## src/include/mips_macros.svh

```systemverilog
`ifndef MIPS_MACROS_SVH
`define MIPS_MACROS_SVH

// Instruction field positions.
`define INSTR_OPCODE 31:26
`define INSTR_RS 25:21
`define INSTR_RT 20:16
`define INSTR_RD 15:11
`define INSTR_SHAMT 10:6
`define INSTR_FUNC 5:0
`define INSTR_IMM 15:0
`define INSTR_IMM_SIGN 15
`define OPFUNC_OP 11:6

`define OP_SPECIAL 6'h00
`define OP_J 6'h02
`define OP_JAL 6'h03
`define OP_BEQ 6'h04
`define OP_BNE 6'h05
`define OP_ADDI 6'h08
`define OP_ADDIU 6'h09
`define OP_SLTI 6'h0a
`define OP_ANDI 6'h0c
`define OP_ORI 6'h0d
`define OP_XORI 6'h0e
`define OP_LUI 6'h0f
`define OP_LW 6'h23
`define OP_SW 6'h2b

`define FUNC_SLL 6'h00
`define FUNC_SRL 6'h02
`define FUNC_SRA 6'h03
`define FUNC_JR 6'h08
`define FUNC_ADD 6'h20
`define FUNC_ADDU 6'h21
`define FUNC_SUB 6'h22
`define FUNC_SUBU 6'h23
`define FUNC_AND 6'h24
`define FUNC_OR 6'h25
`define FUNC_XOR 6'h26
`define FUNC_NOR 6'h27
`define FUNC_SLT 6'h2a

`define CAT_ALU 4'd0
`define CAT_RSHIFT 4'd1
`define CAT_RJUMP 4'd2
`define CAT_JUMP 4'd3
`define CAT_BRANCH 4'd4
`define CAT_LOGIC 4'd5
`define CAT_ARITH 4'd6
`define CAT_LUI 4'd7
`define CAT_LOAD 4'd8
`define CAT_STORE 4'd9
`define CAT_OTHER 4'd10

`define WADDR_RD 1'b0
`define WADDR_RT 1'b1
`define WDATA_ALU 1'b0
`define WDATA_MEMORY 1'b1
`define R1ADDR_RS 1'b0
`define R1ADDR_RT 1'b1
`define PC_INC 2'd0
`define PC_BRANCH 2'd1
`define PC_JUMP 2'd2
`define ALU2_REGISTER 2'd0
`define ALU2_IMM_SIGNED 2'd1
`define ALU2_IMM_UNSIGNED 2'd2
`define SHAMT_NONE 2'd0
`define SHAMT_FIELD 2'd1
`define SHAMT_CONST16 2'd2

// Shift amount that lui applies to its immediate.
`define LUI_SHIFT 5'd16

`endif
```

## src/source/mipsPkg.sv

```systemverilog
package mipsPkg;

	// One full instruction word.
	typedef logic [31:0] instrT;

	typedef logic [5:0] opcodeT;
	typedef logic [5:0] funcT;

	// Opcode in the upper half, function in the lower half.
	// The function half is zero unless the opcode is SPECIAL.
	typedef logic [11:0] opFuncT;

	typedef logic [4:0] regAddrT;
	typedef logic [31:0] dataT;
	typedef logic [4:0] shamtT;

	typedef logic [3:0] categoryT;

	// Next program counter behaviour.
	typedef logic [1:0] pcActionT;

	// Second ALU operand: register, signed or unsigned immediate.
	typedef logic [1:0] aluSrcT;

	// Shift amount: none, instruction field or the lui constant.
	typedef logic [1:0] shamtSrcT;

endpackage

```

## src/source/decodeStage.sv

```systemverilog
`timescale 1ns/1ps

module decodeStage import mipsPkg::*; (
	input logic clock,
	input logic rstN,
	input logic instrValid,
	input instrT instr,
	input logic writeEnable,
	input regAddrT writeAddr,
	input dataT writeData,
	output logic outValid,
	output logic memoryWriteEnable,
	output logic registerWriteEnable,
	output logic registerWriteDataSource,
	output regAddrT registerWriteAddr,
	output pcActionT pcAction,
	output aluSrcT aluData2Source,
	output dataT data1,
	output dataT data2,
	output dataT immediate,
	output shamtT shamt
);

	opFuncT opFunc;
	categoryT category;
	logic decodedMemoryWriteEnable;
	logic decodedRegisterWriteEnable;
	logic registerWriteAddrSource;
	logic decodedRegisterWriteDataSource;
	logic register1AddrSource;
	pcActionT decodedPcAction;
	aluSrcT decodedAluData2Source;
	shamtSrcT shamtSource;
	regAddrT register1Addr;
	regAddrT register2Addr;

	instructionCategorize categorize_i (
		.instr(instr),
		.opFunc(opFunc),
		.category(category)
	);

	controlGenerate control_i (
		.opFunc(opFunc),
		.category(category),
		.memoryWriteEnable(decodedMemoryWriteEnable),
		.registerWriteEnable(decodedRegisterWriteEnable),
		.registerWriteAddrSource(registerWriteAddrSource),
		.registerWriteDataSource(decodedRegisterWriteDataSource),
		.register1AddrSource(register1AddrSource),
		.pcAction(decodedPcAction),
		.aluData2Source(decodedAluData2Source),
		.shamtSource(shamtSource)
	);

	operandSelect select_i (
		.clock(clock),
		.rstN(rstN),
		.instrValid(instrValid),
		.instr(instr),
		.registerWriteAddrSource(registerWriteAddrSource),
		.decodedRegisterWriteDataSource(decodedRegisterWriteDataSource),
		.register1AddrSource(register1AddrSource),
		.decodedPcAction(decodedPcAction),
		.decodedAluData2Source(decodedAluData2Source),
		.shamtSource(shamtSource),
		.decodedMemoryWriteEnable(decodedMemoryWriteEnable),
		.decodedRegisterWriteEnable(decodedRegisterWriteEnable),
		.register1Addr(register1Addr),
		.register2Addr(register2Addr),
		.outValid(outValid),
		.memoryWriteEnable(memoryWriteEnable),
		.registerWriteEnable(registerWriteEnable),
		.registerWriteDataSource(registerWriteDataSource),
		.registerWriteAddr(registerWriteAddr),
		.pcAction(pcAction),
		.aluData2Source(aluData2Source),
		.immediate(immediate),
		.shamt(shamt)
	);

	registerFile registers_i (
		.clock(clock),
		.rstN(rstN),
		.readAddr1(register1Addr),
		.readAddr2(register2Addr),
		.writeEnable(writeEnable),
		.writeAddr(writeAddr),
		.writeData(writeData),
		.readData1(data1),
		.readData2(data2)
	);

endmodule

```

## src/source/registerFile.sv

```systemverilog
`timescale 1ns/1ps

module registerFile import mipsPkg::*; (
	input logic clock,
	input logic rstN,
	input regAddrT readAddr1,
	input regAddrT readAddr2,
	input logic writeEnable,
	input regAddrT writeAddr,
	input dataT writeData,
	output dataT readData1,
	output dataT readData2
);

	// Register 0 has no storage.
	dataT registers [1:31];

	always_ff @(posedge clock) begin
		if (writeEnable && writeAddr != '0) begin
			registers[writeAddr] <= writeData;
		end
	end

	// Reads sample the array before this edge's write lands.
	always_ff @(posedge clock) begin
		if (!rstN) begin
			readData1 <= '0;
			readData2 <= '0;
		end else begin
			readData1 <= (readAddr1 == '0) ? '0 : registers[readAddr1];
			readData2 <= (readAddr2 == '0) ? '0 : registers[readAddr2];
		end
	end

endmodule

```

## src/source/operandSelect.sv

```systemverilog
`timescale 1ns/1ps

`include "mips_macros.svh"

module operandSelect import mipsPkg::*; (
	input logic clock,
	input logic rstN,
	input logic instrValid,
	input instrT instr,
	input logic registerWriteAddrSource,
	input logic decodedRegisterWriteDataSource,
	input logic register1AddrSource,
	input pcActionT decodedPcAction,
	input aluSrcT decodedAluData2Source,
	input shamtSrcT shamtSource,
	input logic decodedMemoryWriteEnable,
	input logic decodedRegisterWriteEnable,
	output regAddrT register1Addr,
	output regAddrT register2Addr,
	output logic outValid,
	output logic memoryWriteEnable,
	output logic registerWriteEnable,
	output logic registerWriteDataSource,
	output regAddrT registerWriteAddr,
	output pcActionT pcAction,
	output aluSrcT aluData2Source,
	output dataT immediate,
	output shamtT shamt
);

	dataT immediateNext;
	shamtT shamtNext;
	logic memoryWriteEnableQ;
	logic registerWriteEnableQ;

	assign register1Addr = (register1AddrSource == `R1ADDR_RT) ? instr[`INSTR_RT] : instr[`INSTR_RS];
	assign register2Addr = instr[`INSTR_RT];

	// Branches and arithmetic use the signed form.
	assign immediateNext = (decodedAluData2Source == `ALU2_IMM_UNSIGNED) ?
		{16'b0, instr[`INSTR_IMM]} :
		{{16{instr[`INSTR_IMM_SIGN]}}, instr[`INSTR_IMM]};

	always_comb begin
		case (shamtSource)
			`SHAMT_FIELD: shamtNext = instr[`INSTR_SHAMT];
			`SHAMT_CONST16: shamtNext = `LUI_SHIFT;
			default: shamtNext = '0;
		endcase
	end

	always_ff @(posedge clock) begin
		if (!rstN) begin
			outValid <= 1'b0;
		end else begin
			outValid <= instrValid;
		end
	end

	always_ff @(posedge clock) begin
		if (instrValid) begin
			memoryWriteEnableQ <= decodedMemoryWriteEnable;
			registerWriteEnableQ <= decodedRegisterWriteEnable;
			registerWriteDataSource <= decodedRegisterWriteDataSource;
			registerWriteAddr <= (registerWriteAddrSource == `WADDR_RD) ?
				instr[`INSTR_RD] : instr[`INSTR_RT];
			pcAction <= decodedPcAction;
			aluData2Source <= decodedAluData2Source;
			immediate <= immediateNext;
			shamt <= shamtNext;
		end
	end

	// Enables are only meaningful alongside a valid result.
	assign memoryWriteEnable = outValid & memoryWriteEnableQ;
	assign registerWriteEnable = outValid & registerWriteEnableQ;

endmodule

```

## src/source/controlGenerate.sv

```systemverilog
`timescale 1ns/1ps

`include "mips_macros.svh"

module controlGenerate import mipsPkg::*; (
	input opFuncT opFunc,
	input categoryT category,
	output logic memoryWriteEnable,
	output logic registerWriteEnable,
	output logic registerWriteAddrSource,
	output logic registerWriteDataSource,
	output logic register1AddrSource,
	output pcActionT pcAction,
	output aluSrcT aluData2Source,
	output shamtSrcT shamtSource
);

	logic isRType;

	assign isRType = (opFunc[`OPFUNC_OP] == `OP_SPECIAL);

	assign memoryWriteEnable = (category == `CAT_STORE);

	// R-type writes rd, everything else writes rt.
	assign registerWriteAddrSource = isRType ? `WADDR_RD : `WADDR_RT;

	always_comb begin
		case (category)
			`CAT_RJUMP,
			`CAT_JUMP,
			`CAT_BRANCH:
				registerWriteEnable = 1'b0;
			default:
				registerWriteEnable = 1'b1;
		endcase
	end

	assign registerWriteDataSource = (category == `CAT_LOAD) ? `WDATA_MEMORY : `WDATA_ALU;

	// Shifts take their operand from rt.
	assign register1AddrSource = (category == `CAT_RSHIFT) ? `R1ADDR_RT : `R1ADDR_RS;

	always_comb begin
		case (category)
			`CAT_JUMP,
			`CAT_RJUMP:
				pcAction = `PC_JUMP;
			`CAT_BRANCH:
				pcAction = `PC_BRANCH;
			default:
				pcAction = `PC_INC;
		endcase
	end

	always_comb begin
		if (isRType) begin
			aluData2Source = `ALU2_REGISTER;
		end else begin
			case (category)
				`CAT_BRANCH:
					aluData2Source = `ALU2_REGISTER;
				`CAT_LOGIC:
					aluData2Source = `ALU2_IMM_UNSIGNED;
				default:
					aluData2Source = `ALU2_IMM_SIGNED;
			endcase
		end
	end

	always_comb begin
		if (category == `CAT_RSHIFT) begin
			shamtSource = `SHAMT_FIELD;
		end else if (opFunc == {`OP_LUI, 6'b0}) begin
			shamtSource = `SHAMT_CONST16;
		end else begin
			shamtSource = `SHAMT_NONE;
		end
	end

endmodule

```

## src/source/instructionCategorize.sv

```systemverilog
`timescale 1ns/1ps

`include "mips_macros.svh"

module instructionCategorize import mipsPkg::*; (
	input instrT instr,
	output opFuncT opFunc,
	output categoryT category
);

	opcodeT opcode;
	funcT func;

	assign opcode = instr[`INSTR_OPCODE];
	assign func = instr[`INSTR_FUNC];

	// Only R-type instructions keep their function bits.
	assign opFunc = (opcode == `OP_SPECIAL) ? {opcode, func} : {opcode, 6'b0};

	always_comb begin
		case (opFunc[`OPFUNC_OP])
			`OP_SPECIAL: begin
				case (opFunc[5:0])
					`FUNC_ADD,
					`FUNC_ADDU,
					`FUNC_SUB,
					`FUNC_SUBU,
					`FUNC_AND,
					`FUNC_OR,
					`FUNC_XOR,
					`FUNC_NOR,
					`FUNC_SLT:
						category = `CAT_ALU;
					`FUNC_SLL,
					`FUNC_SRL,
					`FUNC_SRA:
						category = `CAT_RSHIFT;
					`FUNC_JR:
						category = `CAT_RJUMP;
					default:
						category = `CAT_OTHER;
				endcase
			end
			`OP_J,
			`OP_JAL:
				category = `CAT_JUMP;
			`OP_BEQ,
			`OP_BNE:
				category = `CAT_BRANCH;
			`OP_ANDI,
			`OP_ORI,
			`OP_XORI:
				category = `CAT_LOGIC;
			`OP_ADDI,
			`OP_ADDIU,
			`OP_SLTI:
				category = `CAT_ARITH;
			`OP_LUI:
				category = `CAT_LUI;
			`OP_LW:
				category = `CAT_LOAD;
			`OP_SW:
				category = `CAT_STORE;
			default:
				category = `CAT_OTHER;
		endcase
	end

endmodule

```

## config.mk

```make
export PLATFORM = sky130hd
export DESIGN_NAME = decodeStage
export DESIGN_NICKNAME = d
export VERILOG_FILES = /design/src/source/mipsPkg.sv /design/src/source/decodeStage.sv /design/src/source/registerFile.sv /design/src/source/operandSelect.sv /design/src/source/controlGenerate.sv /design/src/source/instructionCategorize.sv
export VERILOG_INCLUDE_DIRS = /design/src /design/src/include
export SDC_FILE = /design/constraint.sdc
export NUM_CORES = 2
export LEC_CHECK = 0
export ABC_AREA = 1
export BUFFER_PORTS_ARGS = -buffer_cell sky130_fd_sc_hd__buf_4
export CELL_PAD_IN_SITES_DETAIL_PLACEMENT = 0
export CELL_PAD_IN_SITES_GLOBAL_PLACEMENT = 1
export CORE_ASPECT_RATIO = 1.1
export CORE_UTILIZATION = 25
export CTS_BUF_LIST = sky130_fd_sc_hd__clkbuf_16
export CTS_CLUSTER_SIZE = 25
export DETAILED_ROUTE_END_ITERATION = 7
export PLACE_DENSITY_LB_ADDON = 0.1
export SKIP_LAST_GASP = 1
export SLEW_MARGIN = 30
export SYNTH_ARGS = -nofsm -noshare
export SYNTH_HDL_FRONTEND = slang
export SYNTH_SLANG_ARGS = --single-unit
```

## constraint.sdc

```tcl
create_clock -name clock -period 4.7 [get_ports clock]
set_input_delay 0.94 -clock clock [delete_from_list [all_inputs] [get_ports clock]]
set_output_delay 0.94 -clock clock [all_outputs]
set_load 0.01 [all_outputs]
```

**Word level (Yosys, flattened, before mapping)**

Memory sizes are Yosys's and may differ from the RTL's. A register that Yosys moved wholly into a read port is not among the register bits.
Cells that the tools add are included.

- Input bits: 73
- Bits in registers: 35
- Word-level logic and storage cells: 68
- Bits in writable memories: 992
- Memories: 2
- ROM bits: 192
- Output and inout bits: 114

Memory list:

| name | depth | width | rd ports | clocked after Yosys merged registers in | wr ports | RTL line | RTL |
|---|---|---|---|---|---|---|---|
| registers_i.registers | 31 | 32 | 2 | 2 | 1 | registerFile.sv:16 | `dataT registers [1:31];` |
| (name not given) | 64 | 3 | 1 | 0 | 0 | instructionCategorize.sv:23 | `case (opFunc[5:0])` |

- Equal/unequal tests: 24
- Bitwise operators: 3
- Muxes and demuxes: 15
- Reduce and logical (&&, ||, !) cells: 14

Operators with widths:

| operator | number |
|---|---|
| == test 6 x 4 -> 1 bit (second input constant) | 7 |
| case mux 4 bit (8 select lines) | 1 |
| == test 12 x 10 -> 1 bit (second input constant) | 1 |
| == test 6 x 2 -> 1 bit (second input constant) | 2 |
| == test 6 x 3 -> 1 bit (second input constant) | 2 |
| == test 6 bit (second input constant) | 2 |
| zero test 6 bit | 2 |
| zero test 5 bit | 2 |
| two-way mux 5 bit | 2 |
| case mux 5 bit (2 select lines) | 1 |
| OR reduction 2 bit | 5 |
| OR reduction 3 bit | 3 |
| == test 4 x 2 -> 1 bit (second input constant) | 2 |
| == test 4 x 3 -> 1 bit (second input constant) | 2 |
| == test 4 bit (second input constant) | 2 |
| case mux 2 bit (2 select lines) | 2 |
| two-way mux 2 bit | 3 |
| two-way mux 6 bit | 1 |
| two-way mux 1 bit | 5 |
| nonzero test 5 bit | 1 |
| == test 2 bit (second input constant) | 2 |
| == test 4 x 1 -> 1 bit (second input constant) | 1 |
| AND 1 bit | 2 |
| == test 2 x 1 -> 1 bit (second input constant) | 1 |
| other kinds (2) | 2 |

**Depth between registers and ports, before layout**

An unclocked memory read counts as a cell.

- Depth in word-level cells: 9
- Depth in mapped cells: 18
- Gate-level depth less buffers: 16

**By module**

From an unflattened synthesis, not the netlist that was laid out.

- Cells, all modules: 6653
- Area, all modules: 55823.5 um2

By module, submodules not included:

| module | instances | cells an instance | area each (um2) |
|---|---|---|---|
| registerFile | 1 | 6435 | 53851.6 |
| operandSelect | 1 | 110 | 1451.4 |
| instructionCategorize | 1 | 63 | 335.3 |
| controlGenerate | 1 | 45 | 185.2 |

**Worst setup path after synthesis**

Ideal clock, no wire load.

- Path kind: input -> register
- From: input port writeAddr[0]
- To: memory registers_i.registers[22][0] in the netlist's numbering, enable pin
- Setup time: 0.421 ns
- Buffers on the path: 0
- Path slack: 1.689 ns
- Data arrival time: 2.590 ns
- Stages: 3
- Cells stage by stage: inv_1 > nand3_1 > nor2_1

- Word-level cells in the longest chain between the ends: 4

Ends and longest elaborated chain:

| element | RTL line | RTL |
|---|---|---|
| start: declaration | decodeStage.sv:9 | `input regAddrT writeAddr,` |
| nonzero test 5 bit | registerFile.sv:19 | `if (writeEnable && writeAddr != '0) begin` |
| logical AND 1 bit | registerFile.sv:19 |  |
| two-way mux 1 bit | registerFile.sv:19 |  |
| two-way mux 1 bit (not written as such) | registerFile.sv:20 | `registers[writeAddr] <= writeData;` |
| end: declaration | registerFile.sv:16 |  |

Several ways; a longest one is shown, not always the timed one.

**Worst setup path in the final report**

- From: input port instr[28]
- To: register registers_i.readData1[17] (read register of registers_i.registers)

- Word-level cells in the longest chain between the ends: 9

Ends and longest elaborated chain:

| element | RTL line | RTL |
|---|---|---|
| start: declaration | decodeStage.sv:7 | `input instrT instr,` |
| zero test 6 bit | instructionCategorize.sv:21 | `` case (opFunc[`OPFUNC_OP]) `` |
| two-way mux 6 bit | instructionCategorize.sv:18 | `` assign opFunc = (opcode == `OP_SPECIAL) ? {opcode, func} : {opcode, 6'b0}; `` |
| memory read (64 x 3 bit) | -- |  |
| case mux 4 bit (8 select lines) * | instructionCategorize.sv:21 |  |
| == test 4 x 1 -> 1 bit (no source line) * | -- |  |
| two-way mux 1 bit (no source line) * | -- |  |
| two-way mux 5 bit * | operandSelect.sv:36 | `` assign register1Addr = (register1AddrSource == `R1ADDR_RT) ? instr[`INSTR_RT] : instr[`INSTR_RS]; `` |
| zero test 5 bit | registerFile.sv:30 | `readData1 <= (readAddr1 == '0) ? '0 : registers[readAddr1];` |
| OR reduction 2 bit (no source line) | -- |  |
| end: declaration | registerFile.sv:11 | `output dataT readData1,` |

Every way passes the cells marked *; elsewhere a longest branch is shown, timed or not.
A chain may end at the register's enable or synchronous reset.

==> summary.json <==
{
  "yosys": {
    "postSynthAreaPerCell_um2": 9.05,
    "ys_async_sr_fraction": 0,
    "synth_top_area_cell": "sky130_fd_sc_hd__edfxtp_1",
    "synth-edff-count": 1026,
    "synth_seq_cells": 1091,
    "net_count_after_synthesis": 5990,
    "gate_count_of_the_mapped_netlist": 5917,
    "synthTopCellsByArea": "sky130_fd_sc_hd__edfxtp_1 (58%), sky130_fd_sc_hd__nand2_1 (9.7%), sky130_fd_sc_hd__nand3_1 (6.5%)",
    "synthFlopType": "sky130_fd_sc_hd__edfxtp_1",
    "synth.yosys.seq_area_share": 0.599,
    "yosys.cell_types.count": 44,
    "ys.warnings.count": 0,
    "syn_area_mm2": 0.0536,
    "synth_top_area_share": 0.575
  },
  "pwr": {
    "cellInternalPower_mw": 17.4,
    "switching_share": 0.269,
    "seqPwrFrac": 0.461,
    "power.combinational.fraction": 0.105,
    "ir_worst_vdd_v": 0.000389,
    "cellPowerDensity_mw_per_mm2": 374,
    "clockPowerShare": 0.435,
    "p_sw_mw": 6.37,
    "cellLeakagePower_nw": 25.2
  },
  "clock_tree": {
    "cts.reportedPaths.clkPinSlew_ns": 0.06,
    "clock-sinks": 1091,
    "cts_repair_resize_count": 0,
    "post-cts-setup-buffer-count": 0,
    "clock_insertion_delay_worst_skew_ns": 0.81,
    "cts_h_tree_lvls": 4,
    "tritoncts": "yes",
    "cts_hold_buf": 0,
    "ctsLongestPathBuffers": 3,
    "cts_buffers": 141,
    "cts.root.buffer_cell": "sky130_fd_sc_hd__clkbuf_16"
  },
  "cells_and_area": {
    "layout_common_cells": "sky130_fd_sc_hd__nand2_1 (1380), sky130_fd_sc_hd__edfxtp_1 (1026), sky130_fd_sc_hd__inv_1 (794)",
    "layout.cells.non_filler": 8921,
    "flow.area_growth_from_synthesis_pct": 18.5,
    "ff_latch_area_mm2": 0.0321,
    "nets": 6110,
    "multi_input_comb_area_mm2": 0.0170,
    "layout_cells_sized_above_1": 0.104,
    "layout.cells.most_common": "sky130_fd_sc_hd__nand2_1",
    "num-fill-cells": 22164
  },
  "sta": {
    "skew_ns": 0.0269,
    "setup_failing_eps_final": 0,
    "timing.final.crit_period_ns": 3.41,
    "fin_setup_tns_ns": 0,
    "grt_setup_unrepaired": "false",
    "final_hold_viol_count": 0,
    "timing_max_transition_violations_final": 0,
    "tightestPinTransition_ns": 1.04,
    "max-slew-margin-rel": 0.303,
    "fmax_ghz": 0.293,
    "post-route-period-util": 0.726
  },
  "detailed_routing": {
    "drt_iter0_markers": 3576,
    "finalWirelength_um": 260000,
    "dr.pass1.iters": 6,
    "antenna_violating_nets_post_route": 0,
    "drc": 0,
    "detailroute.via_count": 43989,
    "wire_per_inst_um": 29.2,
    "vias_per_cell": 4.93
  },
  "min_path": {
    "timing.hold.worst_endpoint": "select_i.immediate[12]$_DFFE_PP_",
    "timing.hold.worst_path_depth": 1,
    "worstHoldPathType": "input pin to register",
    "worstHoldStart": "instr[12]"
  },
  "critical_path": {
    "worstPathBufferInverterCount": 5,
    "setup.worst_path.class": "input pin to register",
    "worstRegToRegCells": 8,
    "r2r_setup_slack_ns": 2.72,
    "timing.critical_path.max_delay_family": "simple AND/OR/NAND/NOR gates",
    "crit_required_ns": 5.39,
    "critical_path_arrival_ns": 4.10,
    "r2r_start": "registers_i.registers[13][13]$_DFFE_PP_",
    "timing.critical_path.slowest_cell_delay_ns": 0.43,
    "critical_path.reg2reg.endpoint": "registers_i.readData2[13]$_SDFF_PP0_",
    "cp_cell_sequence": "buf_4 -> nor2_1 -> nand2_1 -> nor2_2 -> buf_4 -> nand2_2 -> nand2_2 -> nand2_4 -> buf_12 -> buf_12 -> buf_4 -> nand2_1 -> nand3_1 -> nand2_1 -> nand2_1 -> nand3_1 -> nor2_1 -> nor2_1",
    "crit_slowest_cell": "sky130_fd_sc_hd__nand2_2",
    "startpoint_type_of_the_worst_setup_path": "input pin",
    "critical_path.endpoint_type": "register",
    "path_depth": 18,
    "critical_path.max_fanout": 50,
    "critical-path-top-cell-by-count": "sky130_fd_sc_hd__nand2_1"
  },
  "run_status": {
    "outcome": "complete, no violations"
  },
  "global_route": {
    "grt_overflow": 0,
    "grt_antenna_before_repair": 19,
    "grt_pass1_wl_um": 358000,
    "grt_start_max_net_pins": 106,
    "gr-usage-all-layers": 0.237,
    "grt_pass1_vias": 42782
  },
  "floorplanning": {
    "core.rowCount": 177,
    "chipHeight_um": 487,
    "boundaryPins": 187,
    "die_x_um": 443,
    "fp.dieArea_mm2": 0.216,
    "initial_core_utilization": 0.252,
    "fp.coreArea_mm2": 0.212
  },
  "placement": {
    "routabilityCongestion": 0.776,
    "placed_cells_incl_taps": 8668,
    "io_buffer_count": 186,
    "dp_hpwl_um": 150000
  },
  "run": {
    "max_cap_check_violation_count": 0
  }
}
[stage by stage]
step	instance area, µm²	hold WS (ns)	power [mW]	utilization	setup WS (ns)
after floorplan	53600	0.542	12.3	-	1.69
after global placement	59200	0.682	13.7	0.279	0.467
after detailed placement	59200	0.674	13.7	0.279	0.467
after CTS	63500	0.262	24.1	0.299	1.34
after global routing	63500	0.293	24.5	0.299	1.11
final	63500	0.326	23.7	0.299	1.29
[sequential cells by signal, indices dropped and copies added (netlist names)]
name	cells
select_i.immediate	17
select_i.shamt	5
select_i.registerWriteEnableQ	1
select_i.aluData2Source	2
select_i.outValid	1
registers_i.registers	992
select_i.registerWriteAddr	5
select_i.pcAction	2
registers_i.readData2	32
registers_i.readData1	32
select_i.registerWriteDataSource	1
select_i.memoryWriteEnableQ	1
[power groups by stage]
stage	Combinational [mW]	Sequential (mW)	Clock, mW
after floorplan	1.17	11.1	0
after global placement	2.53	11.1	0
final	2.48	10.9	10.3
after global routing	2.69	10.9	10.9
after CTS	2.52	10.9	10.6
after detailed placement	2.51	11.1	0
[worst max-delay path by stage]
| stage | startpoint | endpoint |
|---|---|---|
| floorplan | writeAddr[0] | registers_i.registers[22][0]$_DFFE_PP_ |
| CTS | instr[28] | registers_i.readData1[17]$_SDFF_PP0_ |
| global placement | instr[28] | registers_i.readData1[17]$_SDFF_PP0_ |
| finish | instr[28] | registers_i.readData1[17]$_SDFF_PP0_ |
| global route | instr[28] | registers_i.readData1[17]$_SDFF_PP0_ |
| detailed placement | instr[28] | registers_i.readData1[17]$_SDFF_PP0_ |
[area by class of cell]
class	instances	share of cell area
sequential	1091	0.506
timing repair buffer	387	0.0590
tap	2774	0.0547
multi-input combinational	3642	0.267
clock buffer	148	0.0583
antenna	1	0.0000394
clock inverter	104	0.00903
inverter	774	0.0461
[cell usage after synthesis (3+ instances only)]
master and n:
sky130_fd_sc_hd__or2_2 4, sky130_fd_sc_hd__clkbuf_1 172, sky130_fd_sc_hd__o2111ai_1 14, sky130_fd_sc_hd__nand2_2 5, sky130_fd_sc_hd__a221oi_1 32, sky130_fd_sc_hd__nand3b_1 4
sky130_fd_sc_hd__a41oi_1 3, sky130_fd_sc_hd__o21ai_1 12, sky130_fd_sc_hd__inv_1 766, sky130_fd_sc_hd__buf_1 51, sky130_fd_sc_hd__edfxtp_1 1026, sky130_fd_sc_hd__nand2_1 1382
sky130_fd_sc_hd__buf_6 13, sky130_fd_sc_hd__dfxtp_1 65, sky130_fd_sc_hd__a311oi_1 4, sky130_fd_sc_hd__nor3_1 5, sky130_fd_sc_hd__buf_4 28, sky130_fd_sc_hd__nor2_2 3
sky130_fd_sc_hd__nor2_1 321, sky130_fd_sc_hd__o211ai_1 43, sky130_fd_sc_hd__inv_2 8, sky130_fd_sc_hd__buf_2 145, sky130_fd_sc_hd__o21ai_0 620, sky130_fd_sc_hd__nor4_1 3
sky130_fd_sc_hd__nand3_1 695, sky130_fd_sc_hd__a31oi_1 34, sky130_fd_sc_hd__o22ai_1 31, sky130_fd_sc_hd__a21oi_1 408
[per-layer routing]
layer | part of all wire | vias up | global-route usage
li1 | - | 20224 | -
met4 | 0.027 | 2 | 0.0679
met5 | 0.000046 | - | 0
met2 | 0.48 | 1232 | 0.407
met3 | 0.038 | 315 | 0.0256
met1 | 0.45 | 22216 | 0.314
[cell families after synthesis]
family | share of synthesized area
flip-flops | 0.599
AND/OR/NAND/NOR | 0.189
buffers and inverters | 0.0902
AO/OA/AOI/OAI | 0.121
(Power assumes the default switching activity.)
